**config.mk**
```make
export PLATFORM = sky130hd
export DESIGN_NAME = pc_counter
export DESIGN_NICKNAME = d
export VERILOG_FILES = /design/src/source/fetch_pkg.sv /design/src/source/pc_counter.sv
export VERILOG_INCLUDE_DIRS = /design/src /design/src/source
export SDC_FILE = /design/constraint.sdc
export NUM_CORES = 1
export LEC_CHECK = 0
export BUFFER_PORTS_ARGS = -buffer_cell sky130_fd_sc_hd__buf_2
export CORE_MARGIN = 5
export CORE_UTILIZATION = 46
export DETAILED_ROUTE_END_ITERATION = 10
export PLACE_DENSITY_LB_ADDON = 0.2
export SYNTH_ARGS = -nofsm -noshare
export SYNTH_HDL_FRONTEND = slang
export SYNTH_SLANG_ARGS = --single-unit
```
**constraint.sdc**
```tcl
create_clock -name clk -period 1.8 [get_ports clk]
set_input_delay 0.36 -clock clk [delete_from_list [all_inputs] [get_ports clk]]
set_output_delay 0.36 -clock clk [all_outputs]
set_load 0.02 [all_outputs]
```
**src/source/fetch_consts.svh**
```systemverilog
// Fetch subsystem constants: memory geometry, APB register map and stop word
`ifndef FETCH_CONSTS_SVH
`define FETCH_CONSTS_SVH

// Instruction memory geometry, depth must stay 2**FETCH_AW
`define FETCH_IMEM_DEPTH 256                // 32-bit words
`define FETCH_AW         8                  // Word address bits

// APB byte offsets
`define FETCH_REG_CTRL   12'h000            // Bit 0 starts a run
`define FETCH_REG_STATUS 12'h004            // {halted, running}
`define FETCH_REG_COUNT  12'h008            // Delivered instructions
`define FETCH_REG_START  12'h00C            // Start word address
`define FETCH_IMEM_BASE  12'h400            // Word i at BASE + 4*i

// All-zero word ends the fetch
`define FETCH_STOP_WORD  32'h0000_0000

`endif

```
**src/source/fetch_pkg.sv**
```systemverilog
// Fetch package: controller states, predecode classes and shared bundles
`default_nettype none

`include "fetch_consts.svh"

package fetch_pkg;

  // Controller sequence
  typedef enum logic [1:0] {
    IDLE = 2'd0,                            // Waiting for start
    REQ  = 2'd1,                            // Memory read issued
    RESP = 2'd2,                            // Word valid, offered downstream
    HALT = 2'd3                             // Stop word delivered
  } fetch_state_e;

  // Predecode result
  typedef enum logic [1:0] {
    OP_SEQ  = 2'd0,                         // Falls through to pc+1
    OP_JAL  = 2'd1,                         // Redirect to jump target
    OP_STOP = 2'd2                          // Last word of the run
  } predec_op_e;

  // Output stream payload
  typedef struct packed {
    logic [31:0] pc;                        // Word address, zero-extended
    logic [31:0] instr;
  } fetch_out_t;

  // Memory write request from the host side
  typedef struct packed {
    logic                 en;
    logic [`FETCH_AW-1:0] addr;             // Word address
    logic [31:0]          data;
  } imem_wr_t;

  // Run control towards controller and PC
  typedef struct packed {
    logic                 start;            // One-cycle pulse
    logic [`FETCH_AW-1:0] start_pc;
  } fetch_ctrl_t;

  // Run status back to the register block
  typedef struct packed {
    logic        running;
    logic        halted;
    logic [15:0] count;                     // Saturating
  } fetch_stat_t;

endpackage

`default_nettype wire

```
**src/source/pc_counter.sv**
```systemverilog
// PC counter: current word address, sequential or jump next PC, delivered count
`default_nettype none

`include "fetch_consts.svh"

module pc_counter (
  input  wire                         clk,
  input  wire                         rst,
  input  wire  fetch_pkg::fetch_ctrl_t ctrl,
  input  wire                         advance,
  input  wire  fetch_pkg::predec_op_e  op,
  input  wire  [`FETCH_AW-1:0]        target,
  output logic [`FETCH_AW-1:0]        pc,
  output logic [15:0]                 count
);

  import fetch_pkg::*;

  logic [`FETCH_AW-1:0] pc_seq;             // pc+1
  logic [`FETCH_AW-1:0] pc_nxt;
  logic                 sel_jump;
  logic                 count_max;

  // Depth is a power of two, so the adder wraps for free
  assign pc_seq   = pc + 1'b1;
  assign sel_jump = (op == OP_JAL);
  assign pc_nxt   = sel_jump ? target : pc_seq;

  assign count_max = (count == 16'hFFFF);   // Saturate

  always_ff @(posedge clk or posedge rst) begin
    if (rst) begin
      pc <= '0;
    end else if (ctrl.start) begin
      pc <= ctrl.start_pc;                  // Load for a new run
    end else if (advance) begin
      pc <= pc_nxt;
    end
  end

  always_ff @(posedge clk or posedge rst) begin
    if (rst) begin
      count <= 16'h0;
    end else if (ctrl.start) begin
      count <= 16'h0;                       // New run, new count
    end else if (advance && !count_max) begin
      count <= count + 16'd1;
    end
  end

endmodule

`default_nettype wire

```
==> flow_summary.toml <==
[synthesis]
synth_top_area_cell = "dfrtp_1"
synth_cell_types = 41
netlist_area_um2 = 1480
synth_fp_nets = 191
ys_ff_latch = 24
ys_top_cells_by_area = "dfrtp_1, nand2_1, a21oi_1, o21ai_0, nor2_1"
synth_edf_count = 0
ys.flop_type = "dfrtp_1"
synth_common_cells = "dfrtp_1, nand2_1, nor2_1, a21oi_1, o21ai_0"
synthCells = 167
yosysMostFrequentCell = "dfrtp_1"
synth_top_area_share_pct = 40.6
yosysSeqAreaShare_pct = 40.6
syn_area_per_cell_um2 = 8.86
ys_async_sr_fraction_pct = 100
yosysWarnings = 0

[clocking]
insertion_delay_ns = 0.32
cts_root_buf = "clkbuf_4"
cts_tree = "done"
ctsHtreeMaxLevel = 1
cts.reportedPaths.clkPinSlew_ns = 0.14
clockBufferDepth = 2
cts_made_buffers = 3
cts_sinks = 24

[placement]
io_buffers = 45
gp_congestion = 0.890
hpwl_um = 2980
dp_cells = 269

[grt]
antenna_found_initial = 0
grt_pass1_vias = 1428
grt_pass1_wl_um = 6410
grt_max_degree = 25
grt-ovfl-total = 0
grt_use_total_pct = 18.3

[sta]
worst_pin_slew_ns = 0.422
relSlewSlack_pct = 71.8
fin_crit_sh_pct = 96.3
slew_violations = 0
holdWs_ns = 0.0671
final_hold_viol_count = 0
fmax_ghz = 0.577
tns_ns = 0
fin_crit_ns = 1.73
rsz0062_at_grt = "false"
fin_skew_ns = 0.000597
setup_viol = 0

[pwr]
p_int_mw = 0.748
p_switching_mw = 0.335
p_comb_share_pct = 20.9
p_leak_nw = 0.885
switching_share_pct = 31.0
power_frac_seq_pct = 55.0
power.share.clock_pct = 24.1
ir_worst_vdd_mv = 0.298
powerDensity_nw_per_um2 = 551

[layout]
syn_to_final_growth_pct = 32.8
diodes = 0
instances_no_fill = 274
drive_above_1_share_pct = 39.6
fillCellCount = 277
final_nets = 255

[critical_path]
critPathRequiredTime_ns = 2.06
startpoint_type = "register"
worstReg2RegEnd = "count[14]$_DFFE_PP0P_"
cp_max_fo = 5
critPathCaptureType = "register"
r2r-start = "count[8]$_DFFE_PP0P_"
crit_type = "register to register"
worst_ep_arrival_time_ns = 2.00
r2r_slack_ns = 0.07
r2r_cells = 4

[floorplan]
die_x_um = 66.7
die_area_um2 = 4450
dieHeight_um = 66.7
start_util_pct = 48.0
core-area_um2 = 3080
io_pins = 46
placementRows = 20

[routing]
drt_iter0_drc = 73
drc = 0
post_drt_via_cell_ratio = 5.66
wire_per_inst_um = 14.6
dr.pass1.iters = 4
drt-total-wl_um = 4000
num_vias = 1552
ant_nets = 0

[run]
drv_cap = 0

[status]
status = "complete, no violations"

[worst_hold_path]
hp-class = "input pin to asynchronous set/reset pin"
[power by group through the flow]
stage | combinational, mW | clock, mW | sequential (mW)
2_1_floorplan | 0.105 | 0 | 0.634
3_3_place_gp | 0.217 | 0 | 0.602
3_5_place_dp | 0.225 | 0 | 0.604
4_1_cts | 0.225 | 0.273 | 0.594
5_1_grt | 0.250 | 0.292 | 0.598
6_report | 0.226 | 0.261 | 0.595
[state kept, by name, summed over array words and instances, names as in the netlist]
signal,flops
count,16
pc,8
[stage by stage]
| stage | total power [mW] | utilization [%] | worst slack [ns] | instance area [um^2] |
|---|---|---|---|---|
| 2_1_floorplan | 0.738 | - | 0.00386 | 1500 |
| 3_3_place_gp | 0.820 | 62.0 | 0.101 | 1910 |
| 3_5_place_dp | 0.829 | 62.0 | 0.0325 | 1910 |
| 4_1_cts | 1.09 | 62.8 | 0.0275 | 1930 |
| 5_1_grt | 1.14 | 63.8 | 0.00177 | 1960 |
| 6_report | 1.08 | 63.8 | 0.0666 | 1960 |
[kinds of logic after synthesis]
family                   after synthesis  share of synthesized area, %
adder cells (fa/ha/maj)                2                          1.69
buffers and inverters                 14                          3.55
AND/OR/NAND/NOR                       74                          27.8
multiplexers                           4                          2.71
XOR/XNOR                               3                          1.78
flip-flops                            24                          40.6
AO/OA/AOI/OAI                         46                          21.9
[metal layers]
layer | global-route usage (%) | part of all wire (%) | vias to the layer above
met4 | 5.08 | 0.63 | 0
li1 | - | - | 768
met2 | 29.6 | 48 | 46
met3 | 2.70 | 5.7 | 4
met1 | 25.4 | 46 | 734
met5 | 0 | 0 | -
[placed cells by master (no fill, tap or decap), drive strengths merged, types with 5 or more instances in the layout]
master  Yosys  layout
inv         7       7
buf         1      66
nand4       6       6
or4         6       6
o21ai       9       9
or3         5       5
nand3       9       9
nand2      14      14
a21oi      10      10
dfrtp      24      24
nor2       12      12
o31ai       5       5
nor4        5       5
[worst max-delay path, stage by stage (launching register included)]
cell,delay [ns]
dfrtp_2,0.43
nand3_4,0.08
or4_4,0.51
or4_1,0.53
a21oi_2,0.13
[how the worst max path moves through the flow]
stage                               start                     to  cells after the start
finish               count[8]$_DFFE_PP0P_  count[14]$_DFFE_PP0P_                      4
CTS                  count[1]$_DFFE_PP0P_   count[7]$_DFFE_PP0P_                      5
floorplan            count[9]$_DFFE_PP0P_  count[14]$_DFFE_PP0P_                      4
global route        count[10]$_DFFE_PP0P_  count[14]$_DFFE_PP0P_                      4
detailed placement   count[1]$_DFFE_PP0P_   count[7]$_DFFE_PP0P_                      5
global placement     count[0]$_DFFE_PP0P_   count[7]$_DFFE_PP0P_                      5
[repair_timing]
| item | CTS | global route |
|---|---|---|
| setup endpoints to repair | 0 | 6 |
| endpoints found under the hold margin | 0 | 0 |
| hold buffers | 0 | 0 |
| resized for setup | 0 | 7 |
| buffers inserted | 0 | 1 |
[area by class of cell]
type	instances	area, um^2	area share, %
clock buffer	4	26.3	1.34
inverter	7	26.3	1.34
multi-input combinational	129	857	43.6
sequential	24	617	31.4
tap	44	55.1	2.80
timing repair buffer	66	383	19.5
Power figures use the tool's default switching activity.
