===== src/source/fetch_consts.svh =====
// Fetch subsystem constants: memory geometry, APB register map and stop word
`ifndef FETCH_CONSTS_SVH
`define FETCH_CONSTS_SVH

// Instruction memory geometry, depth must stay 2**FETCH_AW
`define FETCH_IMEM_DEPTH 256                // 32-bit words
`define FETCH_AW         8                  // Word address bits

// APB byte offsets
`define FETCH_REG_CTRL   12'h000            // Bit 0 starts a run
`define FETCH_REG_STATUS 12'h004            // {halted, running}
`define FETCH_REG_COUNT  12'h008            // Delivered instructions
`define FETCH_REG_START  12'h00C            // Start word address
`define FETCH_IMEM_BASE  12'h400            // Word i at BASE + 4*i

// All-zero word ends the fetch
`define FETCH_STOP_WORD  32'h0000_0000

`endif


===== src/source/fetch_pkg.sv =====
// Fetch package: controller states, predecode classes and shared bundles
`default_nettype none

`include "fetch_consts.svh"

package fetch_pkg;

  // Controller sequence
  typedef enum logic [1:0] {
    IDLE = 2'd0,                            // Waiting for start
    REQ  = 2'd1,                            // Memory read issued
    RESP = 2'd2,                            // Word valid, offered downstream
    HALT = 2'd3                             // Stop word delivered
  } fetch_state_e;

  // Predecode result
  typedef enum logic [1:0] {
    OP_SEQ  = 2'd0,                         // Falls through to pc+1
    OP_JAL  = 2'd1,                         // Redirect to jump target
    OP_STOP = 2'd2                          // Last word of the run
  } predec_op_e;

  // Output stream payload
  typedef struct packed {
    logic [31:0] pc;                        // Word address, zero-extended
    logic [31:0] instr;
  } fetch_out_t;

  // Memory write request from the host side
  typedef struct packed {
    logic                 en;
    logic [`FETCH_AW-1:0] addr;             // Word address
    logic [31:0]          data;
  } imem_wr_t;

  // Run control towards controller and PC
  typedef struct packed {
    logic                 start;            // One-cycle pulse
    logic [`FETCH_AW-1:0] start_pc;
  } fetch_ctrl_t;

  // Run status back to the register block
  typedef struct packed {
    logic        running;
    logic        halted;
    logic [15:0] count;                     // Saturating
  } fetch_stat_t;

endpackage

`default_nettype wire


===== src/source/fetch_fsm.sv =====
// Fetch controller: sequences memory reads, holds under back-pressure, halts on stop
`default_nettype none

module fetch_fsm (
  input  wire                         clk,
  input  wire                         rst,
  input  wire  fetch_pkg::fetch_ctrl_t ctrl,
  input  wire  fetch_pkg::predec_op_e  op,
  input  wire                         out_ready,
  output logic                        rd_en,
  output logic                        advance,
  output logic                        out_valid,
  output logic                        running,
  output logic                        halted
);

  import fetch_pkg::*;

  fetch_state_e state_q;
  fetch_state_e state_d;
  logic         xfer;                       // Stream handshake

  assign xfer = out_valid & out_ready;

  always_comb begin
    state_d = state_q;
    case (state_q)
      IDLE: begin
        if (ctrl.start) begin
          state_d = REQ;
        end
      end
      REQ: begin
        state_d = RESP;                     // Data lands next cycle
      end
      RESP: begin
        if (xfer) begin
          state_d = (op == OP_STOP) ? HALT : REQ;
        end
      end
      HALT: begin
        if (ctrl.start) begin
          state_d = REQ;                    // Restart clears halted
        end
      end
      default: begin
        state_d = IDLE;
      end
    endcase
  end

  always_ff @(posedge clk or posedge rst) begin
    if (rst) begin
      state_q <= IDLE;
    end else begin
      state_q <= state_d;
    end
  end

  // Outputs decoded from state
  assign rd_en     = (state_q == REQ);
  assign out_valid = (state_q == RESP);
  assign advance   = xfer;                  // PC moves on delivery
  assign running   = (state_q == REQ) | (state_q == RESP);
  assign halted    = (state_q == HALT);

endmodule

`default_nettype wire


===== config.mk =====
export PLATFORM = sky130hd
export DESIGN_NAME = fetch_fsm
export DESIGN_NICKNAME = d
export VERILOG_FILES = /design/src/source/fetch_pkg.sv /design/src/source/fetch_fsm.sv
export VERILOG_INCLUDE_DIRS = /design/src /design/src/source
export SDC_FILE = /design/constraint.sdc
export NUM_CORES = 1
export LEC_CHECK = 0
export ABC_AREA = 1
export BUFFER_PORTS_ARGS = -buffer_cell sky130_fd_sc_hd__buf_2
export CORE_AREA = 2 2 39 41
export CTS_BUF_LIST = sky130_fd_sc_hd__clkbuf_4
export DETAILED_ROUTE_END_ITERATION = 10
export DIE_AREA = 0 0 41 43
export PLACE_DENSITY_LB_ADDON = 0.12
export SYNTH_ARGS = -nofsm -noshare
export SYNTH_HDL_FRONTEND = slang
export SYNTH_SLANG_ARGS = --single-unit

===== constraint.sdc =====
create_clock -name clk -period 1.05 [get_ports clk]
set_input_delay 0.2625 -clock clk [delete_from_list [all_inputs] [get_ports clk]]
set_output_delay 0.2625 -clock clk [all_outputs]
set_load 0.005 [all_outputs]

==> impl_metrics.json, run 1 <==
{
  "cap_violations": 0,
  "row_count": 14,
  "fin_util": 0.3526,
  "critPathCaptureType": "output pin",
  "hold_end": "state_q[1]",
  "worstMarginPinSlew_ns": 0.1260,
  "wl_per_cell_um": 7.970,
  "syn_area_per_cell_um2": 6.903,
  "leakagePower_nw": 0.2584,
  "syn_to_final_growth_pct": 143.8,
  "reg.largest.list": "state_q: 2 flops",
  "fmax_mhz": 744.9,
  "die-area_um2": 1763,
  "ant_nets": 0,
  "reg2reg_depth": 7,
  "first_global_vias": 227,
  "crit_required_ns": 0.79,
  "rsz0062_at_grt": "true",
  "hold_depth": 5,
  "place_congestion": 0.6296,
  "power_frac_comb": 0.766,
  "worst_hold_slack_ns": 0.3737,
  "grt_pass1_wl_um": 890,
  "reg2reg_to": "state_q[1]",
  "finalClockSkew_ns": 0.001119,
  "io_buffers": 10,
  "drc": 0,
  "h-tree-depth": 1,
  "swShare": 0.3952,
  "p_sw_uw": 590.1,
  "syn-instance-count": 29,
  "grt_use_total": 0.07523,
  "diodes": 0,
  "ys_ff_latch": 2,
  "clock_path_buffers": 2,
  "mostFrequentLayoutCells": "buf_6 (8), buf_2 (7), inv_1 (6), nand2_1 (6), ha_4 (5)",
  "clkLatencyLatePin_ns": 0.22,
  "hp-start": "op[1]",
  "synth.distinct_cells": 7,
  "avgViaCountPerCell": 3.672,
  "cp_top_family": "flip-flops",
  "fin_crit_ns": 1.342,
  "nets": 72,
  "ff2ff_setup_slack_ns": -0.11,
  "crit_chain": "ha_4 > inv_2 > buf_2",
  "seqPwrFrac": 0.120,
  "slowest_stage": "dfrtp_2",
  "cts_tree": "built",
  "clock_power_share": 0.114,
  "crit_fanout": 3,
  "clockRootBuffer": "clkbuf_4",
  "total_power_mw": 1.493,
  "layout_commonest_cell": "buf_6",
  "crit_buf_inv": 2,
  "finalSetupViolations": 7,
  "grt_max_degree": 5,
  "cpPeakStageDelay_ns": 0.43,
  "cp.arrival_ns": 1.08,
  "setup_ws_ns": -0.2924,
  "final_layout_size_suffix_gt1_frac": 0.7059,
  "core-area_um2": 1384,
  "drt_iter0_markers": 4,
  "largest_reg_flops": 2,
  "die_h_um": 43,
  "cts-buffers-inserted": 3,
  "syn_nets": 48,
  "yosysSeqAreaShare": 0.2500,
  "io_pins": 19,
  "reg2reg_from": "state_q[1]",
  "final.period_utilization": 1.279,
  "critPathLaunchType": "flop",
  "cts_sinks": 2,
  "ir_drop_v": 0.001014,
  "die_w_um": 41,
  "slew_violations": 0,
  "p_int_uw": 903.1,
  "firstDrtPassIters": 3,
  "crit_type": "flop to output pin",
  "status": "finished with violations",
  "vias": 246,
  "syn_area_um2": 200.2,
  "hold_violations": 0,
  "min_path_type": "input pin to flop",
  "start_util": 0.1447,
  "antenna_found_initial": 0,
  "clkSlewWorstSetupHoldPaths_ns": 0.03,
  "violations": "negative setup slack",
  "regMostFlops": "state_q",
  "wirelength_um": 534,
  "yosysWarnings": 0,
  "fill_cells": 154,
  "maxSlewHeadroom": 0.9160,
  "power-per-cell-area_nw_per_um2": 3060,
  "overflow": 0
}
==> worst min-delay path, delay by kind of cell <==
| kind | cells | cell delay [ns] |
|---|---|---|
| buffers and inverters | 1 | 0.07 |
| and+or+nand+nor | 4 | 0.23 |
==> cells in the mapped netlist <==
master   number  share of area
nand2_1       9           0.17
dfrtp_1       2           0.25
ha_1          5           0.31
o21ai_1       1          0.025
nand3_1       1          0.025
inv_1        10           0.19
nand2_2       1          0.031
==> area by class of cell <==
type	count	area, um2	area share
Sequential cell	2	51.30	0.1051
Multi-Input combinational cell	17	196.4	0.4026
Timing Repair Buffer	19	157.7	0.3231
Inverter	10	40.04	0.08205
Tap cell	16	20.02	0.04103
Clock buffer	3	22.52	0.04615
==> power by group through the flow <==
stage / combinational (mW) / clock [mW] / sequential (mW)
2_1_floorplan: 0.309 / 0 / 0.164
3_3_place_gp: 0.561 / 0 / 0.158
3_5_place_dp: 0.557 / 0 / 0.160
4_1_cts: 1.01 / 0.179 / 0.179
5_1_grt: 1.25 / 0.194 / 0.188
6_report: 1.14 / 0.170 / 0.179
==> routing by layer <==
| metal | vias up | wire length [um] | global-route usage |
|---|---|---|---|
| li1 | 127 | - | - |
| met1 | 111 | 208 | 0.08333 |
| met2 | 8 | 294 | 0.1063 |
| met3 | 0 | 31 | 0.04712 |
| met4 | 0 | 0 | 0.04000 |
| met5 | - | 0 | 0 |
==> stage by stage <==
step           cells  cell area [um2]  setup slack (ns)  setup TNS, ns
2_1_floorplan     29            200.2          -0.03772       -0.07938
3_3_place_gp      58            292.8           -0.1086        -0.4064
3_5_place_dp      58            292.8           -0.1260        -0.4652
4_1_cts           66            449.2           -0.3041         -1.510
5_1_grt           67            488.0           -0.3456         -1.806
6_report          67            488.0           -0.2924         -1.434
==> worst max path at each step <==
stage / to / slack [ns] / depth (start not counted) / start
after floorplan: state_q[1] / -0.04 / 7 / state_q[0]
after global placement: running / -0.11 / 3 / state_q[1]
after detailed placement: running / -0.13 / 3 / state_q[1]
after CTS: running / -0.30 / 3 / state_q[1]
after global routing: running / -0.35 / 4 / state_q[0]
final: running / -0.29 / 3 / state_q[1]
==> what timing repair did <==
item / in CTS / in global routing
endpoints found under the setup margin: 7 / 7
setup buffers: 6 / 3
hold buffers: 1 / 0
hold endpoints to repair: 2 / 0
gates resized for setup: 21 / 8
gates cloned: 0 / 0
pin swaps: 7 / 8
==> kinds of logic (layout without fill, tap and decap cells) <==
group	count (synthesis)	in the layout	share of synthesized area
AOI/OAI and AO/OA	1	1	0.02498
adders and majority gates	5	5	0.3125
buffers and inverters	10	32	0.1875
DFF	2	2	0.2500
and+or+nand+nor	11	11	0.2250
Power figures use the tool's default switching activity.
==> inputs of run 2 (changes only) <==
==> constraint.sdc (replaced) <==
create_clock -name clk -period 1.4 [get_ports clk]
set_input_delay 0.35 -clock clk [delete_from_list [all_inputs] [get_ports clk]]
set_output_delay 0.35 -clock clk [all_outputs]
set_load 0.005 [all_outputs]
==> run 2 against run 1 <==
The run still ends with negative setup slack left. Clock-buffer cell count did not move. Core utilization is 7.1 points lower. Die area unchanged. Flip-flop and latch count did not move. Global-route usage is 1.3 points lower. Largest cell class unchanged.
==> impl_metrics.json, run 2 (synthesis results as in run 1) <==
{
  "violations": "negative setup slack",
  "vias": 204,
  "mostFrequentLayoutCells": "nand2_1 (8), buf_2 (8), inv_1 (7)",
  "crit_buf_inv": 2,
  "largest_reg_flops": 2,
  "total_power_uw": 852.7,
  "setup_ws_ns": -0.02550,
  "overflow": 0,
  "drc": 0,
  "ir_drop_v": 0.0007406,
  "grt-busiest-layer": "met1",
  "cp.arrival_ns": 1.08,
  "place_congestion": 0.5997,
  "antenna_found_initial": 0,
  "slowest_stage": "dfrtp_2",
  "finalSetupViolations": 2,
  "ant_nets": 0,
  "nets": 68,
  "cts_tree": "built",
  "dp_hpwl_um": 336.5,
  "clkLatencyLatePin_ns": 0.22,
  "syn_to_final_growth_pct": 95.00,
  "use_met2": 0.06875,
  "fin_crit_ns": 1.425,
  "die_h_um": 43,
  "first_global_vias": 179,
  "finalClockSkew_ns": 0.003279,
  "h-tree-depth": 1,
  "final_layout_size_suffix_gt1_frac": 0.5532,
  "cp_top_family": "flip-flops",
  "critPathLaunch": "state_q[1]",
  "drt_iter0_markers": 2,
  "p_sw_uw": 338.0,
  "crit_required_ns": 1.05,
  "critPathLaunchType": "flop",
  "io_pins": 19,
  "clock_path_buffers": 2,
  "reg2reg_from": "state_q[1]",
  "seqPwrFrac": 0.152,
  "leakagePower_nw": 0.2217,
  "hold_violations": 0,
  "critPathCaptureType": "output pin",
  "cts_sinks": 2,
  "grt_use_total": 0.06219,
  "hp-start": "op[1]",
  "cap_violations": 0,
  "worstMarginPinSlew_ns": 0.1239,
  "grtUsageMet3": 0.03141,
  "status": "finished with violations",
  "wirelength_um": 435,
  "regMostFlops": "state_q",
  "clkSlewWorstSetupHoldPaths_ns": 0.03,
  "clockRootBuffer": "clkbuf_4",
  "fill_cells": 162,
  "slew_violations": 0,
  "wl_per_cell_um": 6.905,
  "crit_chain": "ha_4 > inv_2 > buf_2",
  "reg.largest.list": "state_q: 2 flops",
  "row_count": 14,
  "avgViaCountPerCell": 3.238,
  "power-per-cell-area_nw_per_um2": 2184,
  "design_area_um2": 390.4,
  "crit_fanout": 4,
  "met1_usage": 0.08013,
  "setup_tns_ns": -0.03653,
  "grt_max_degree": 5,
  "maxSlewHeadroom": 0.9174,
  "min_path_type": "input pin to flop",
  "final.period_utilization": 1.018,
  "io_buffers": 10,
  "power_frac_comb": 0.700,
  "rsz0062_at_grt": "true",
  "clock_power_share": 0.147,
  "die_w_um": 41,
  "place_ws_ns": 0.1402,
  "swShare": 0.3964,
  "cpPeakStageDelay_ns": 0.43,
  "die-area_um2": 1763,
  "dpl_cell_area_um2": 277.8,
  "crit_type": "flop to output pin",
  "firstDrtPassIters": 2,
  "p_int_uw": 514.7,
  "fmax_mhz": 701.5,
  "grt_pass1_wl_um": 703,
  "cts-buffers-inserted": 3,
  "start_util": 0.1447,
  "diodes": 0,
  "core-area_um2": 1384
}
==> run 2: cell types whose count changed in the layout (fill, tap and decap cells not counted), sizes merged <==
| cell | before | now |
|---|---|---|
| buf | 18 | 14 |
==> run 2: power by group through the flow <==
stage | Sequential [mW] | Clock [mW] | Combinational, mW
floorplan | 0.123 | 0 | 0.234
global placement | 0.124 | 0 | 0.377
detailed placement | 0.122 | 0 | 0.378
CTS | 0.116 | 0.134 | 0.427
global route | 0.135 | 0.137 | 0.672
finish | 0.130 | 0.126 | 0.597
==> run 2: what timing repair did <==
item | CTS | global route
gates resized for setup | 0 | 14
buffers inserted | 2 | 1
hold endpoints to repair | 2 | 0
hold buffers | 1 | 0
pin swaps | 0 | 1
setup endpoints to repair | 3 | 5
==> run 2: layer usage <==
metal	routed length (um)	share of wire
met5	0	0
met4	0	0
met3	28	0.064
met2	189	0.43
met1	217	0.50
==> run 2: worst register-to-register path, cell delays in order, from the launching register on <==
cell and delay [ns]:
dfrtp_2 0.43, ha_4 0.28, inv_2 0.03, buf_4 0.11
nand2_1 0.05, nand2_1 0.05, nand2_1 0.06, nand2_1 0.04
==> run 2: worst paths after layout <==
kind / endpoint / slack (ns) / cells after the start
min: state_q[1] / 0.46 / 5
max reg2reg: state_q[1] / 0.23 / 7
max: running / -0.03 / 3
min reg2reg: state_q[1] / 0.65 / 3
min in group asynchronous: state_q[1] / 0.52 / 3
max in group asynchronous: state_q[1] / 0.76 / 3
==> run 2: final cells by class <==
class / instances / area, um2 / area share
tap: 16 / 20.02 / 0.05128
sequential: 2 / 51.30 / 0.1314
clock buffer: 3 / 22.52 / 0.05769
multi-input combinational: 17 / 152.6 / 0.3910
inverter: 10 / 37.54 / 0.09615
timing repair buffer: 15 / 106.4 / 0.2724
==> run 2: per-stage QoR <==
step,cells,utilization,hold slack [ns]
global route,63,0.2821,0.5233
finish,63,0.2821,0.4587
global placement,56,0.2007,0.1986
floorplan,29,-,0.09118
CTS,62,0.2351,0.4506
detailed placement,56,0.2007,0.2011
