## src/source/fetch_consts.svh

```systemverilog
// Fetch subsystem constants: memory geometry, APB register map and stop word
`ifndef FETCH_CONSTS_SVH
`define FETCH_CONSTS_SVH

// Instruction memory geometry, depth must stay 2**FETCH_AW
`define FETCH_IMEM_DEPTH 256                // 32-bit words
`define FETCH_AW         8                  // Word address bits

// APB byte offsets
`define FETCH_REG_CTRL   12'h000            // Bit 0 starts a run
`define FETCH_REG_STATUS 12'h004            // {halted, running}
`define FETCH_REG_COUNT  12'h008            // Delivered instructions
`define FETCH_REG_START  12'h00C            // Start word address
`define FETCH_IMEM_BASE  12'h400            // Word i at BASE + 4*i

// All-zero word ends the fetch
`define FETCH_STOP_WORD  32'h0000_0000

`endif

```

## src/source/fetch_pkg.sv

```systemverilog
// Fetch package: controller states, predecode classes and shared bundles
`default_nettype none

`include "fetch_consts.svh"

package fetch_pkg;

  // Controller sequence
  typedef enum logic [1:0] {
    IDLE = 2'd0,                            // Waiting for start
    REQ  = 2'd1,                            // Memory read issued
    RESP = 2'd2,                            // Word valid, offered downstream
    HALT = 2'd3                             // Stop word delivered
  } fetch_state_e;

  // Predecode result
  typedef enum logic [1:0] {
    OP_SEQ  = 2'd0,                         // Falls through to pc+1
    OP_JAL  = 2'd1,                         // Redirect to jump target
    OP_STOP = 2'd2                          // Last word of the run
  } predec_op_e;

  // Output stream payload
  typedef struct packed {
    logic [31:0] pc;                        // Word address, zero-extended
    logic [31:0] instr;
  } fetch_out_t;

  // Memory write request from the host side
  typedef struct packed {
    logic                 en;
    logic [`FETCH_AW-1:0] addr;             // Word address
    logic [31:0]          data;
  } imem_wr_t;

  // Run control towards controller and PC
  typedef struct packed {
    logic                 start;            // One-cycle pulse
    logic [`FETCH_AW-1:0] start_pc;
  } fetch_ctrl_t;

  // Run status back to the register block
  typedef struct packed {
    logic        running;
    logic        halted;
    logic [15:0] count;                     // Saturating
  } fetch_stat_t;

endpackage

`default_nettype wire

```

## src/source/jump_predecode.sv

```systemverilog
// Jump predecoder: classifies the fetched word and forms the word-addressed JAL target
`default_nettype none

`include "fetch_consts.svh"

module jump_predecode (
  input  wire  [31:0]                instr,
  output fetch_pkg::predec_op_e      op,
  output logic [`FETCH_AW-1:0]       target,
  input  wire  [`FETCH_AW-1:0]       pc
);

  import fetch_pkg::*;

  localparam logic [6:0] JAL_OPCODE = 7'b1101111;

  logic signed [31:0] imm_j;                // Byte offset
  logic signed [31:0] imm_w;                // Word offset

  // imm[20|10:1|11|19:12] scattered over instr[31:12]
  assign imm_j = {{11{instr[31]}}, instr[31], instr[19:12], instr[20], instr[30:21], 1'b0};
  assign imm_w = imm_j >>> 2;               // Keep the sign

  // Low bits only, wraps modulo the depth
  assign target = pc + imm_w[`FETCH_AW-1:0];

  always_comb begin
    if (instr == `FETCH_STOP_WORD) begin
      op = OP_STOP;
    end else if (instr[6:0] == JAL_OPCODE) begin
      op = OP_JAL;
    end else begin
      op = OP_SEQ;                          // Includes all other branches
    end
  end

endmodule

`default_nettype wire

```

## config.mk

```make
export PLATFORM = sky130hd
export DESIGN_NAME = jump_predecode
export DESIGN_NICKNAME = d
export VERILOG_FILES = /design/src/source/fetch_pkg.sv /design/src/source/jump_predecode.sv
export VERILOG_INCLUDE_DIRS = /design/src /design/src/source
export SDC_FILE = /design/constraint.sdc
export NUM_CORES = 1
export LEC_CHECK = 0
export ABC_CLOCK_PERIOD_IN_PS = 1850
export BUFFER_PORTS_ARGS = -buffer_cell sky130_fd_sc_hd__buf_2
export CORE_AREA = 2 2 39 41
export DETAILED_ROUTE_END_ITERATION = 10
export DIE_AREA = 0 0 41 43
export GPL_ROUTABILITY_DRIVEN = 0
export GPL_TIMING_DRIVEN = 0
export PLACE_DENSITY_LB_ADDON = 0.2
export REMOVE_ABC_BUFFERS = 1
export SKIP_LAST_GASP = 1
export SYNTH_ARGS = -nofsm -noshare
export SYNTH_HDL_FRONTEND = slang
export SYNTH_SLANG_ARGS = --single-unit
```

## constraint.sdc

```tcl
create_clock -name vclk -period 1.85
set_input_delay 0.185 -clock vclk [all_inputs]
set_output_delay 0.185 -clock vclk [all_outputs]
set_load 0.05 [all_outputs]
```

==> flow_metrics.py, run 1 <==
metrics = {
    "hold_path": {
        "holdPathEnd": "op[0]",
        "hold_depth": 4,
        "holdCritPathClass": "in -> out",
        "worst_hold_startpoint": "instr[0]",
    },
    "sta": {
        "max_slew_margin_pct": 80.19,
        "post-route-period-util_pct": 97.14,
        "grt_setup_unrepaired": "true",
        "worst-slew-pin-transition_ns": 0.2945,
        "fmaxAchievable_ghz": 0.5565,
        "hold_viol_final": 0,
        "setup_viol": 0,
        "final.setup.worst_slack_ns": 0.05299,
        "finalWorstPathRequiredPeriod_ns": 1.797,
        "drv_slew": 0,
    },
    "global_route": {
        "overflow": 0,
        "grt_antenna_before_repair": 0,
        "wire_length_of_the_first_global_routing_pass_um": 1863,
        "grt_util_all_layers_pct": 13.99,
        "first_global_vias": 534,
        "grt_max_degree": 7,
    },
    "synthesis": {
        "synth-compound-area-share_pct": 17.15,
        "synthDominantCellAreaShare_pct": 22.65,
        "post_synth_xor_area_fraction_pct": 11.33,
        "post_synth_mux_area_share_pct": 0,
        "cells_after_synth": 55,
        "synth_top_cells_by_area": "sky130_fd_sc_hd__ha_1 23%, sky130_fd_sc_hd__nor4_1 13%, sky130_fd_sc_hd__xnor2_1 11%, sky130_fd_sc_hd__nor2_1 6.8%, sky130_fd_sc_hd__inv_1 5.8%",
        "yosysSeqAreaShare_pct": 0,
        "synth.yosys.warnings": 0,
        "syn-mean-instance-area_um2": 7.029,
        "summed_instance_area_of_the_synthesized_netlist_um2": 386.6,
        "synth_simple_gate_area_share_pct": 37.86,
        "synth.distinct_cells": 20,
        "post_synth_fa_ha_maj_area_fraction_pct": 27.83,
        "main_combinational_cell_family_by_area_after_synthesis": "simple AND/OR/NAND/NOR gates",
        "synth.largest_area_cell": "sky130_fd_sc_hd__ha_1",
    },
    "critical_path": {
        "cpPeakStageDelay_ns": 0.24,
        "crit_arrival_ns": 1.61,
        "most_used_cell_cp": "sky130_fd_sc_hd__o21a_1",
        "worst-setup-path-type": "in -> out",
        "worstSetupEndpointType": "output port",
        "critical_path.cell_chain": "buf_4, ha_4, inv_2, fa_2, nor2b_1, o21a_1, o21a_1, o311ai_2, buf_6",
        "critical_path_required_ns": 1.66,
        "worst_path_max_delay_cell": "sky130_fd_sc_hd__o311ai_2",
        "crit_path_start_kind": "input pin",
        "worst_path_bufs_invs": 3,
        "critical_path.max_fanout": 2,
        "critPathTopFamily": "compound AO/OA/AOI/OAI gates",
    },
    "power_and_ir_drop": {
        "total_leakage_power_nw": 0.3681,
        "clock_power_share_pct": 0,
        "power.net_switching_uw": 200.6,
        "p_total_uw": 326.3,
        "power.share.switching_pct": 61.48,
        "p_comb_share_pct": 100.0,
        "largest_vdd_supply_drop_mv": 0.2620,
        "internal_power_uw": 125.7,
        "seq_power_share_pct": 0,
        "cellPowerDensity_nw_per_um2": 448.8,
    },
    "job": {
        "max_cap_violations": 0,
    },
    "layout": {
        "finalNetCount": 157,
        "num_antenna_cells": 0,
        "seqCellArea_um2": 0,
        "drive_gt1_share_pct": 54.21,
        "design.seq.count": 0,
        "nClkBuffers": 0,
        "stdcell_count": 123,
        "fillers": 150,
        "areaGrowthSynthToFinish_pct": 88.03,
    },
    "routing": {
        "drt_pre_antenna_iters": 4,
        "remaining_drc_errors": 0,
        "antenna_violating_nets_post_route": 0,
        "drt_wl_total_um": 1199,
        "vias_after_detailed_routing": 606,
        "viasPerCell": 4.927,
        "drt-initial-drc-count": 2,
        "route.detailed.wl_per_inst_um": 9.748,
    },
    "floorplan": {
        "design.die.area_um2": 1763,
        "number_of_placement_rows": 14,
        "initial_core_util_pct": 27.94,
        "die_h_um": 43,
        "placeableCoreArea_um2": 1384,
        "num_io_pins": 50,
        "die_width_um": 41,
    },
    "placement": {
        "post-place-ws_ns": -0.1225,
        "io_buffer_count": 50,
        "place.detailed.hpwl_um": 1099,
        "numPlacedInstances": 121,
    },
    "outcome": {
        "status": "finished, final reports clean",
    },
}
==> cells in the final DEF (no fill, tap or decap) <==
cell type                   n
sky130_fd_sc_hd__buf_4      4
sky130_fd_sc_hd__nor2_1     6
sky130_fd_sc_hd__inv_2      1
sky130_fd_sc_hd__o21a_1     2
sky130_fd_sc_hd__nand3_1    3
sky130_fd_sc_hd__nand4b_1   1
sky130_fd_sc_hd__ha_4       2
sky130_fd_sc_hd__nor3_1     1
sky130_fd_sc_hd__a221oi_1   1
sky130_fd_sc_hd__nor4_1     8
sky130_fd_sc_hd__nor2b_1    2
sky130_fd_sc_hd__o22a_1     1
sky130_fd_sc_hd__nand2_1    1
sky130_fd_sc_hd__nor2_2     1
sky130_fd_sc_hd__a21oi_1    2
sky130_fd_sc_hd__o211ai_1   2
sky130_fd_sc_hd__fa_2       1
sky130_fd_sc_hd__buf_6      2
sky130_fd_sc_hd__buf_2     46
sky130_fd_sc_hd__xnor2_1    5
sky130_fd_sc_hd__inv_1      5
sky130_fd_sc_hd__or3_1      1
sky130_fd_sc_hd__ha_1       5
sky130_fd_sc_hd__nand2b_1   1
sky130_fd_sc_hd__nand4_1    2
sky130_fd_sc_hd__o311ai_2   1
==> area by class of cell <==
class | instances | area, um^2 | share of cell area, %
multi-input cells | 49 | 401.6 | 55.25
well taps | 16 | 20.02 | 2.754
inverters | 6 | 22.52 | 3.098
repair buffers | 52 | 282.8 | 38.90
==> power groups by stage <==
stage          Combinational (mW)  Clock (mW)  Sequential, mW
3_5_place_dp                0.294           0               0
2_1_floorplan               0.207           0               0
3_3_place_gp                0.291           0               0
5_1_grt                     0.352           0               0
6_report                    0.326           0               0
4_1_cts                     0.312           0               0
==> stage by stage <==
step                      util, %  setup TNS, ns  cell area [um^2]  hold WS (ns)
after floorplan                 -        -0.8394             386.6        0.6004
final                       52.53              0             726.9        0.7594
after global routing        52.53      -0.004447             726.9        0.7789
after CTS                   50.90              0             704.4        0.7644
after global placement      47.47       -0.09402             656.9        0.7585
after detailed placement    47.47        -0.1225             656.9        0.7640
==> metal layers <==
layer | vias up | global-route usage, % | share of wire, %
met5 | - | 0 | 0
met1 | 265 | 16.46 | 39
met4 | 0 | 1.333 | 0
met3 | 0 | 0 | 11
li1 | 315 | - | -
met2 | 26 | 26.88 | 50
==> worst max-delay path by stage <==
stage,from,endpoint,slack (ns),cells after the start
floorplan,instr[22],target[6],-0.62,7
global placement,instr[22],target[6],-0.09,9
detailed placement,instr[22],target[6],-0.12,9
CTS,instr[22],target[6],0.002,9
global route,instr[22],target[6],-0.004,9
finish,instr[22],target[6],0.05,9
==> tightest hold or removal path, stage by stage <==
cell and delay (ns):
sky130_fd_sc_hd__buf_2 0.10, sky130_fd_sc_hd__nand3_1 0.06, sky130_fd_sc_hd__nor2_1 0.03, sky130_fd_sc_hd__buf_2 0.20
==> cells by family (layout without fill, tap and decap cells) <==
kind of cell | Yosys count | after routing
AO/OA/AOI/OAI | 9 | 9
XOR/XNOR | 5 | 5
AND/OR/NAND/NOR | 27 | 27
buffers and inverters | 6 | 58
adder cells (fa/ha/maj) | 8 | 8
==> cells in the mapped netlist <==
cell and instances:
sky130_fd_sc_hd__a221oi_1 1, sky130_fd_sc_hd__or3_1 1, sky130_fd_sc_hd__inv_1 6, sky130_fd_sc_hd__fa_1 1, sky130_fd_sc_hd__o311ai_1 1, sky130_fd_sc_hd__o211ai_1 2
sky130_fd_sc_hd__nor2_1 7, sky130_fd_sc_hd__xnor2_1 5, sky130_fd_sc_hd__nor4_1 8, sky130_fd_sc_hd__nand3_1 3, sky130_fd_sc_hd__nor3_1 1, sky130_fd_sc_hd__nand2_1 1
sky130_fd_sc_hd__ha_1 7, sky130_fd_sc_hd__nand2b_1 1, sky130_fd_sc_hd__nand4b_1 1, sky130_fd_sc_hd__o22a_1 1, sky130_fd_sc_hd__nand4_1 2, sky130_fd_sc_hd__o21a_1 2
sky130_fd_sc_hd__a21oi_1 2, sky130_fd_sc_hd__nor2b_1 2
==> what timing repair did <==
| action | in CTS | in global routing |
|---|---|---|
| hold buffers | 0 | 0 |
| gates resized for setup | 7 | 8 |
| pin swaps | 5 | 0 |
| setup buffers | 2 | 0 |
| endpoints found under the setup margin | 1 | 3 |
Power figures use the tool's default switching activity.
==> run 2: changes to the inputs <==
--- a/config.mk
+++ b/config.mk
@@ -6,7 +6,7 @@
 export SDC_FILE = /design/constraint.sdc
 export NUM_CORES = 1
 export LEC_CHECK = 0
-export ABC_CLOCK_PERIOD_IN_PS = 1850
+export ABC_CLOCK_PERIOD_IN_PS = 1900
 export BUFFER_PORTS_ARGS = -buffer_cell sky130_fd_sc_hd__buf_2
 export CORE_AREA = 2 2 39 41
 export DETAILED_ROUTE_END_ITERATION = 10
@@ -15,6 +15,7 @@
 export GPL_TIMING_DRIVEN = 0
 export PLACE_DENSITY_LB_ADDON = 0.2
 export REMOVE_ABC_BUFFERS = 1
+export SETUP_SLACK_MARGIN = 0.4
 export SKIP_LAST_GASP = 1
 export SYNTH_ARGS = -nofsm -noshare
 export SYNTH_HDL_FRONTEND = slang
==> constraint.sdc (replaced) <==
create_clock -name vclk -period 1.9
set_input_delay 0.19 -clock vclk [all_inputs]
set_output_delay 0.19 -clock vclk [all_outputs]
set_load 0.05 [all_outputs]
==> run 2 against run 1 <==
Compared with the run above: sequential cell count unchanged; global-route usage up 0.20 points; critical path depth unchanged; critical endpoint unchanged; largest cell class unchanged; largest power group unchanged; highest routed layer unchanged.
==> flow_metrics.py, run 2 (same netlist as run 1, synthesis figures left out) <==
metrics = {
    "outcome": {
        "status": "finished, final reports clean",
    },
    "global_route": {
        "grt_util_all_layers_pct": 14.19,
        "overflow": 0,
        "first_global_vias": 541,
        "grt_antenna_before_repair": 0,
        "grt_max_degree": 7,
        "wire_length_of_the_first_global_routing_pass_um": 1883,
    },
    "routing": {
        "route.detailed.wl_per_inst_um": 11.26,
        "drt-initial-drc-count": 5,
        "drt_pre_antenna_iters": 4,
        "remaining_drc_errors": 0,
        "antenna_violating_nets_post_route": 0,
        "viasPerCell": 4.953,
        "vias_after_detailed_routing": 634,
        "drt_wl_total_um": 1441,
    },
    "layout": {
        "final_util_pct": 65.10,
        "nClkBuffers": 0,
        "finalNetCount": 162,
        "num_antenna_cells": 0,
        "areaGrowthSynthToFinish_pct": 133.0,
        "drive_gt1_share_pct": 64.29,
        "stdcell_count": 128,
        "most-common-layout-cells": "35 x sky130_fd_sc_hd__buf_2, 10 x sky130_fd_sc_hd__buf_4, 9 x sky130_fd_sc_hd__buf_6, 8 x sky130_fd_sc_hd__nor4_1, 6 x sky130_fd_sc_hd__nor2_1",
        "seqCellArea_um2": 0,
        "design.seq.count": 0,
        "final_common_cell": "sky130_fd_sc_hd__buf_2",
    },
    "critical_path": {
        "worst-setup-path-type": "in -> out",
        "critical_path_required_ns": 1.71,
        "crit_path_start_kind": "input pin",
        "worstSetupEndpointType": "output port",
        "timing.critical_path.to": "target[6]",
        "crit_arrival_ns": 1.58,
        "critical_path.max_fanout": 2,
        "timing_startpoint_of_the_critical_path": "instr[22]",
    },
    "floorplan": {
        "placeableCoreArea_um2": 1384,
        "die_h_um": 43,
        "initial_core_util_pct": 27.94,
        "number_of_placement_rows": 14,
        "design.die.area_um2": 1763,
        "die_width_um": 41,
        "num_io_pins": 50,
    },
    "placement": {
        "io_buffer_count": 50,
        "numPlacedInstances": 121,
        "place.detailed.hpwl_um": 1099,
    },
    "power_and_ir_drop": {
        "largest_vdd_supply_drop_mv": 0.2394,
        "p_comb_share_pct": 100.0,
        "total_leakage_power_nw": 0.4181,
        "clock_power_share_pct": 0,
        "p_total_uw": 378.8,
        "power.share.switching_pct": 56.12,
        "internal_power_uw": 166.2,
        "power.net_switching_uw": 212.6,
        "seq_power_share_pct": 0,
        "cellPowerDensity_nw_per_um2": 420.5,
    },
    "sta": {
        "setup_viol": 0,
        "drv_slew": 0,
        "hold_viol_final": 0,
        "worst-slew-pin-transition_ns": 0.3015,
        "fmaxAchievable_ghz": 0.5664,
        "max_slew_margin_pct": 79.71,
        "grt_setup_unrepaired": "true",
        "post-route-period-util_pct": 92.92,
        "finalWorstPathRequiredPeriod_ns": 1.765,
    },
    "hold_path": {
        "holdCritPathClass": "in -> out",
    },
    "job": {
        "max_cap_violations": 0,
    },
}
run 2: per-layer routing:
layer  part of all wire [%]  routed length [um]  track usage [%]
met5                      0                   0                0
met4                      0                   0            1.333
met3                    8.7                 126                0
met2                     55                 798            27.81
met1                     36                 516            16.14
run 2: worst max-delay path: stages:
cell and delay [ns]:
sky130_fd_sc_hd__buf_8 0.10, sky130_fd_sc_hd__ha_4 0.15, sky130_fd_sc_hd__inv_2 0.05, sky130_fd_sc_hd__fa_2 0.19
sky130_fd_sc_hd__nor2b_1 0.05, sky130_fd_sc_hd__o21a_1 0.18, sky130_fd_sc_hd__o21a_1 0.19, sky130_fd_sc_hd__o311ai_2 0.28
sky130_fd_sc_hd__buf_6 0.20
run 2: through the flow:
stage          setup WS [ns]  instance area [um^2]  hold WS (ns)   TNS, ns
2_1_floorplan        -0.5779                 386.6        0.6104   -0.6956
3_3_place_gp        -0.05402                 656.9        0.7685  -0.05402
3_5_place_dp        -0.08250                 656.9        0.7740  -0.08250
4_1_cts              0.07688                 767.0        0.7744         0
5_1_grt              0.09691                 900.9        0.7889         0
6_report              0.1346                 900.9        0.7694         0
run 2: worst min path at each step:
| stage | from | endpoint | slack, ns | cells after the start |
|---|---|---|---|---|
| floorplan | instr[0] | op[0] | 0.61 | 2 |
| global placement | instr[0] | op[0] | 0.77 | 4 |
| detailed placement | instr[0] | op[0] | 0.77 | 4 |
| CTS | instr[0] | op[0] | 0.77 | 4 |
| global route | instr[0] | op[0] | 0.79 | 4 |
| finish | instr[0] | op[0] | 0.77 | 4 |
run 2: layout make-up:
class                      instances  area [um^2]
multi-input combinational         49        469.2
timing repair buffer              57        389.1
fill                             133        483.0
tap                               16        20.02
inverter                           6        22.52
run 2: repair_timing:
| item | in CTS | in global routing |
|---|---|---|
| endpoints found under the hold margin | 0 | 0 |
| setup endpoints to repair | 6 | 6 |
| setup buffers | 4 | 3 |
| pin swaps | 5 | 12 |
| hold buffers | 0 | 0 |
| gates resized for setup | 20 | 24 |
run 2: power by group through the flow:
stage | sequential (mW) | combinational (mW) | clock [mW]
after global placement | 0 | 0.284 | 0
final | 0 | 0.379 | 0
after CTS | 0 | 0.333 | 0
after floorplan | 0 | 0.202 | 0
after detailed placement | 0 | 0.287 | 0
after global routing | 0 | 0.404 | 0
==> run 3: changes to the inputs <==
--- a/config.mk
+++ b/config.mk
@@ -6,7 +6,6 @@
 export SDC_FILE = /design/constraint.sdc
 export NUM_CORES = 1
 export LEC_CHECK = 0
-export ABC_CLOCK_PERIOD_IN_PS = 1900
 export BUFFER_PORTS_ARGS = -buffer_cell sky130_fd_sc_hd__buf_2
 export CORE_AREA = 2 2 39 41
 export DETAILED_ROUTE_END_ITERATION = 10
@@ -15,7 +14,6 @@
 export GPL_TIMING_DRIVEN = 0
 export PLACE_DENSITY_LB_ADDON = 0.2
 export REMOVE_ABC_BUFFERS = 1
-export SETUP_SLACK_MARGIN = 0.4
 export SKIP_LAST_GASP = 1
 export SYNTH_ARGS = -nofsm -noshare
 export SYNTH_HDL_FRONTEND = slang
==> run 3 against run 2 <==
Compared with the run above: wire length down 21%; hold slack unchanged; fmax decreased by 2.8%; global-route usage fell by 0.40 points; non-clock buffer count decreased by 7; worst setup slack worse by 0.050 ns; critical path depth is the same; first-iteration DRC count is 60% lower; final cell count fell by 5.5%; sequential cell count stayed put; critical endpoint unchanged; largest power group unchanged; highest routed layer unchanged.
==> flow_metrics.py, run 3 (same netlist as run 1, synthesis figures left out) <==
metrics = {
    "floorplan": {
        "die_width_um": 41,
        "num_io_pins": 50,
        "number_of_placement_rows": 14,
        "design.die.area_um2": 1763,
        "initial_core_util_pct": 27.94,
        "die_h_um": 43,
        "placeableCoreArea_um2": 1384,
    },
    "critical_path": {
        "critPathTopFamily": "compound AO/OA/AOI/OAI gates",
        "worst_path_bufs_invs": 3,
        "crit_path_start_kind": "input pin",
        "worst-setup-path-type": "in -> out",
        "critical_path_required_ns": 1.71,
        "worst_path_max_delay_cell": "sky130_fd_sc_hd__o311ai_2",
        "cpPeakStageDelay_ns": 0.24,
        "most_used_cell_cp": "sky130_fd_sc_hd__o21a_1",
        "critical_path.cell_chain": "buf_2, ha_2, inv_2, fa_2, nor2b_1, o21a_1, o21a_1, o311ai_2, buf_6",
        "critical_path.max_fanout": 3,
        "worstSetupEndpointType": "output port",
        "crit_arrival_ns": 1.63,
    },
    "layout": {
        "design.seq.count": 0,
        "drive_gt1_share_pct": 51.43,
        "most-common-layout-cells": "48 x sky130_fd_sc_hd__buf_2, 8 x sky130_fd_sc_hd__nor4_1, 7 x sky130_fd_sc_hd__nor2_1, 6 x sky130_fd_sc_hd__ha_1",
        "final_common_cell": "sky130_fd_sc_hd__buf_2",
        "num_antenna_cells": 0,
        "areaGrowthSynthToFinish_pct": 75.40,
        "finalNetCount": 155,
        "seqCellArea_um2": 0,
        "final_util_pct": 49.01,
        "design_area_um2": 678.2,
        "nClkBuffers": 0,
    },
    "global_route": {
        "wire_length_of_the_first_global_routing_pass_um": 1842,
        "grt_antenna_before_repair": 0,
        "grt_util_all_layers_pct": 13.79,
        "first_global_vias": 526,
        "overflow": 0,
        "grt_max_degree": 7,
    },
    "clock_network": {
        "post_cts_hold_buffer_count": 0,
    },
    "routing": {
        "vias_after_detailed_routing": 601,
        "drt-initial-drc-count": 2,
        "drt_wl_total_um": 1144,
        "viasPerCell": 4.967,
        "route.detailed.wl_per_inst_um": 9.455,
        "antenna_violating_nets_post_route": 0,
        "drt_pre_antenna_iters": 4,
        "remaining_drc_errors": 0,
    },
    "sta": {
        "post-route-period-util_pct": 95.57,
        "finalHoldWorstSlack_ns": 0.7694,
        "drv_slew": 0,
        "final.setup.worst_slack_ns": 0.08419,
        "max_slew_margin_pct": 79.78,
        "worst-slew-pin-transition_ns": 0.3033,
        "fmaxAchievable_ghz": 0.5507,
        "setup_tns_ns": 0,
        "setup_viol": 0,
        "grt_setup_unrepaired": "false",
        "hold_viol_final": 0,
        "finalWorstPathRequiredPeriod_ns": 1.816,
    },
    "hold_path": {
        "holdCritPathClass": "in -> out",
    },
    "job": {
        "max_cap_violations": 0,
    },
    "power_and_ir_drop": {
        "largest_vdd_supply_drop_mv": 0.2355,
        "total_leakage_power_nw": 0.3524,
        "cellPowerDensity_nw_per_um2": 438.7,
    },
    "placement": {
        "place_area_um2": 656.9,
        "io_buffer_count": 50,
        "post-place-ws_ns": -0.08250,
        "place.detailed.hpwl_um": 1099,
    },
    "outcome": {
        "status": "finished, final reports clean",
    },
}
## run 3: timing repair
action                     CTS  global route
gates resized for setup      4             3
pin swaps                    2             0
setup endpoints to repair    1             2
setup buffers                0             0
## run 3: routing by layer
| metal | vias to the layer above | routed length [um] | part of all wire, % | track usage [%] |
|---|---|---|---|---|
| met4 | 0 | 0 | 0 | 1.333 |
| met5 | - | 0 | 0 | 0 |
| met2 | 26 | 567 | 50 | 26.88 |
| met1 | 263 | 446 | 39 | 15.82 |
| met3 | 0 | 130 | 11 | 0 |
| li1 | 312 | - | - | - |
## run 3: final cells by class
class                      instances  area (um^2)
multi-input combinational         49        376.6
inverter                           6        22.52
tap                               16        20.02
fill                             158        705.7
timing repair buffer              50        259.0
## run 3: path summary, 6_finish.rpt
check | from | to | slack [ns] | cells after the start
worst max-delay path | instr[22] | target[6] | 0.08 | 9
worst min-delay path | instr[0] | op[0] | 0.77 | 4
## run 3: per-stage QoR
step                      power [mW]  instances
after floorplan               0.2017         55
after global placement        0.2838        121
after detailed placement      0.2866        121
after CTS                     0.2916        121
after global routing          0.3230        121
final                         0.2975        121
## run 3: where the power goes
group          internal (mW)  leakage (nW)  switching, mW
logic                  0.108         0.352          0.190
registers                  0             0              0
clock network              0             0              0
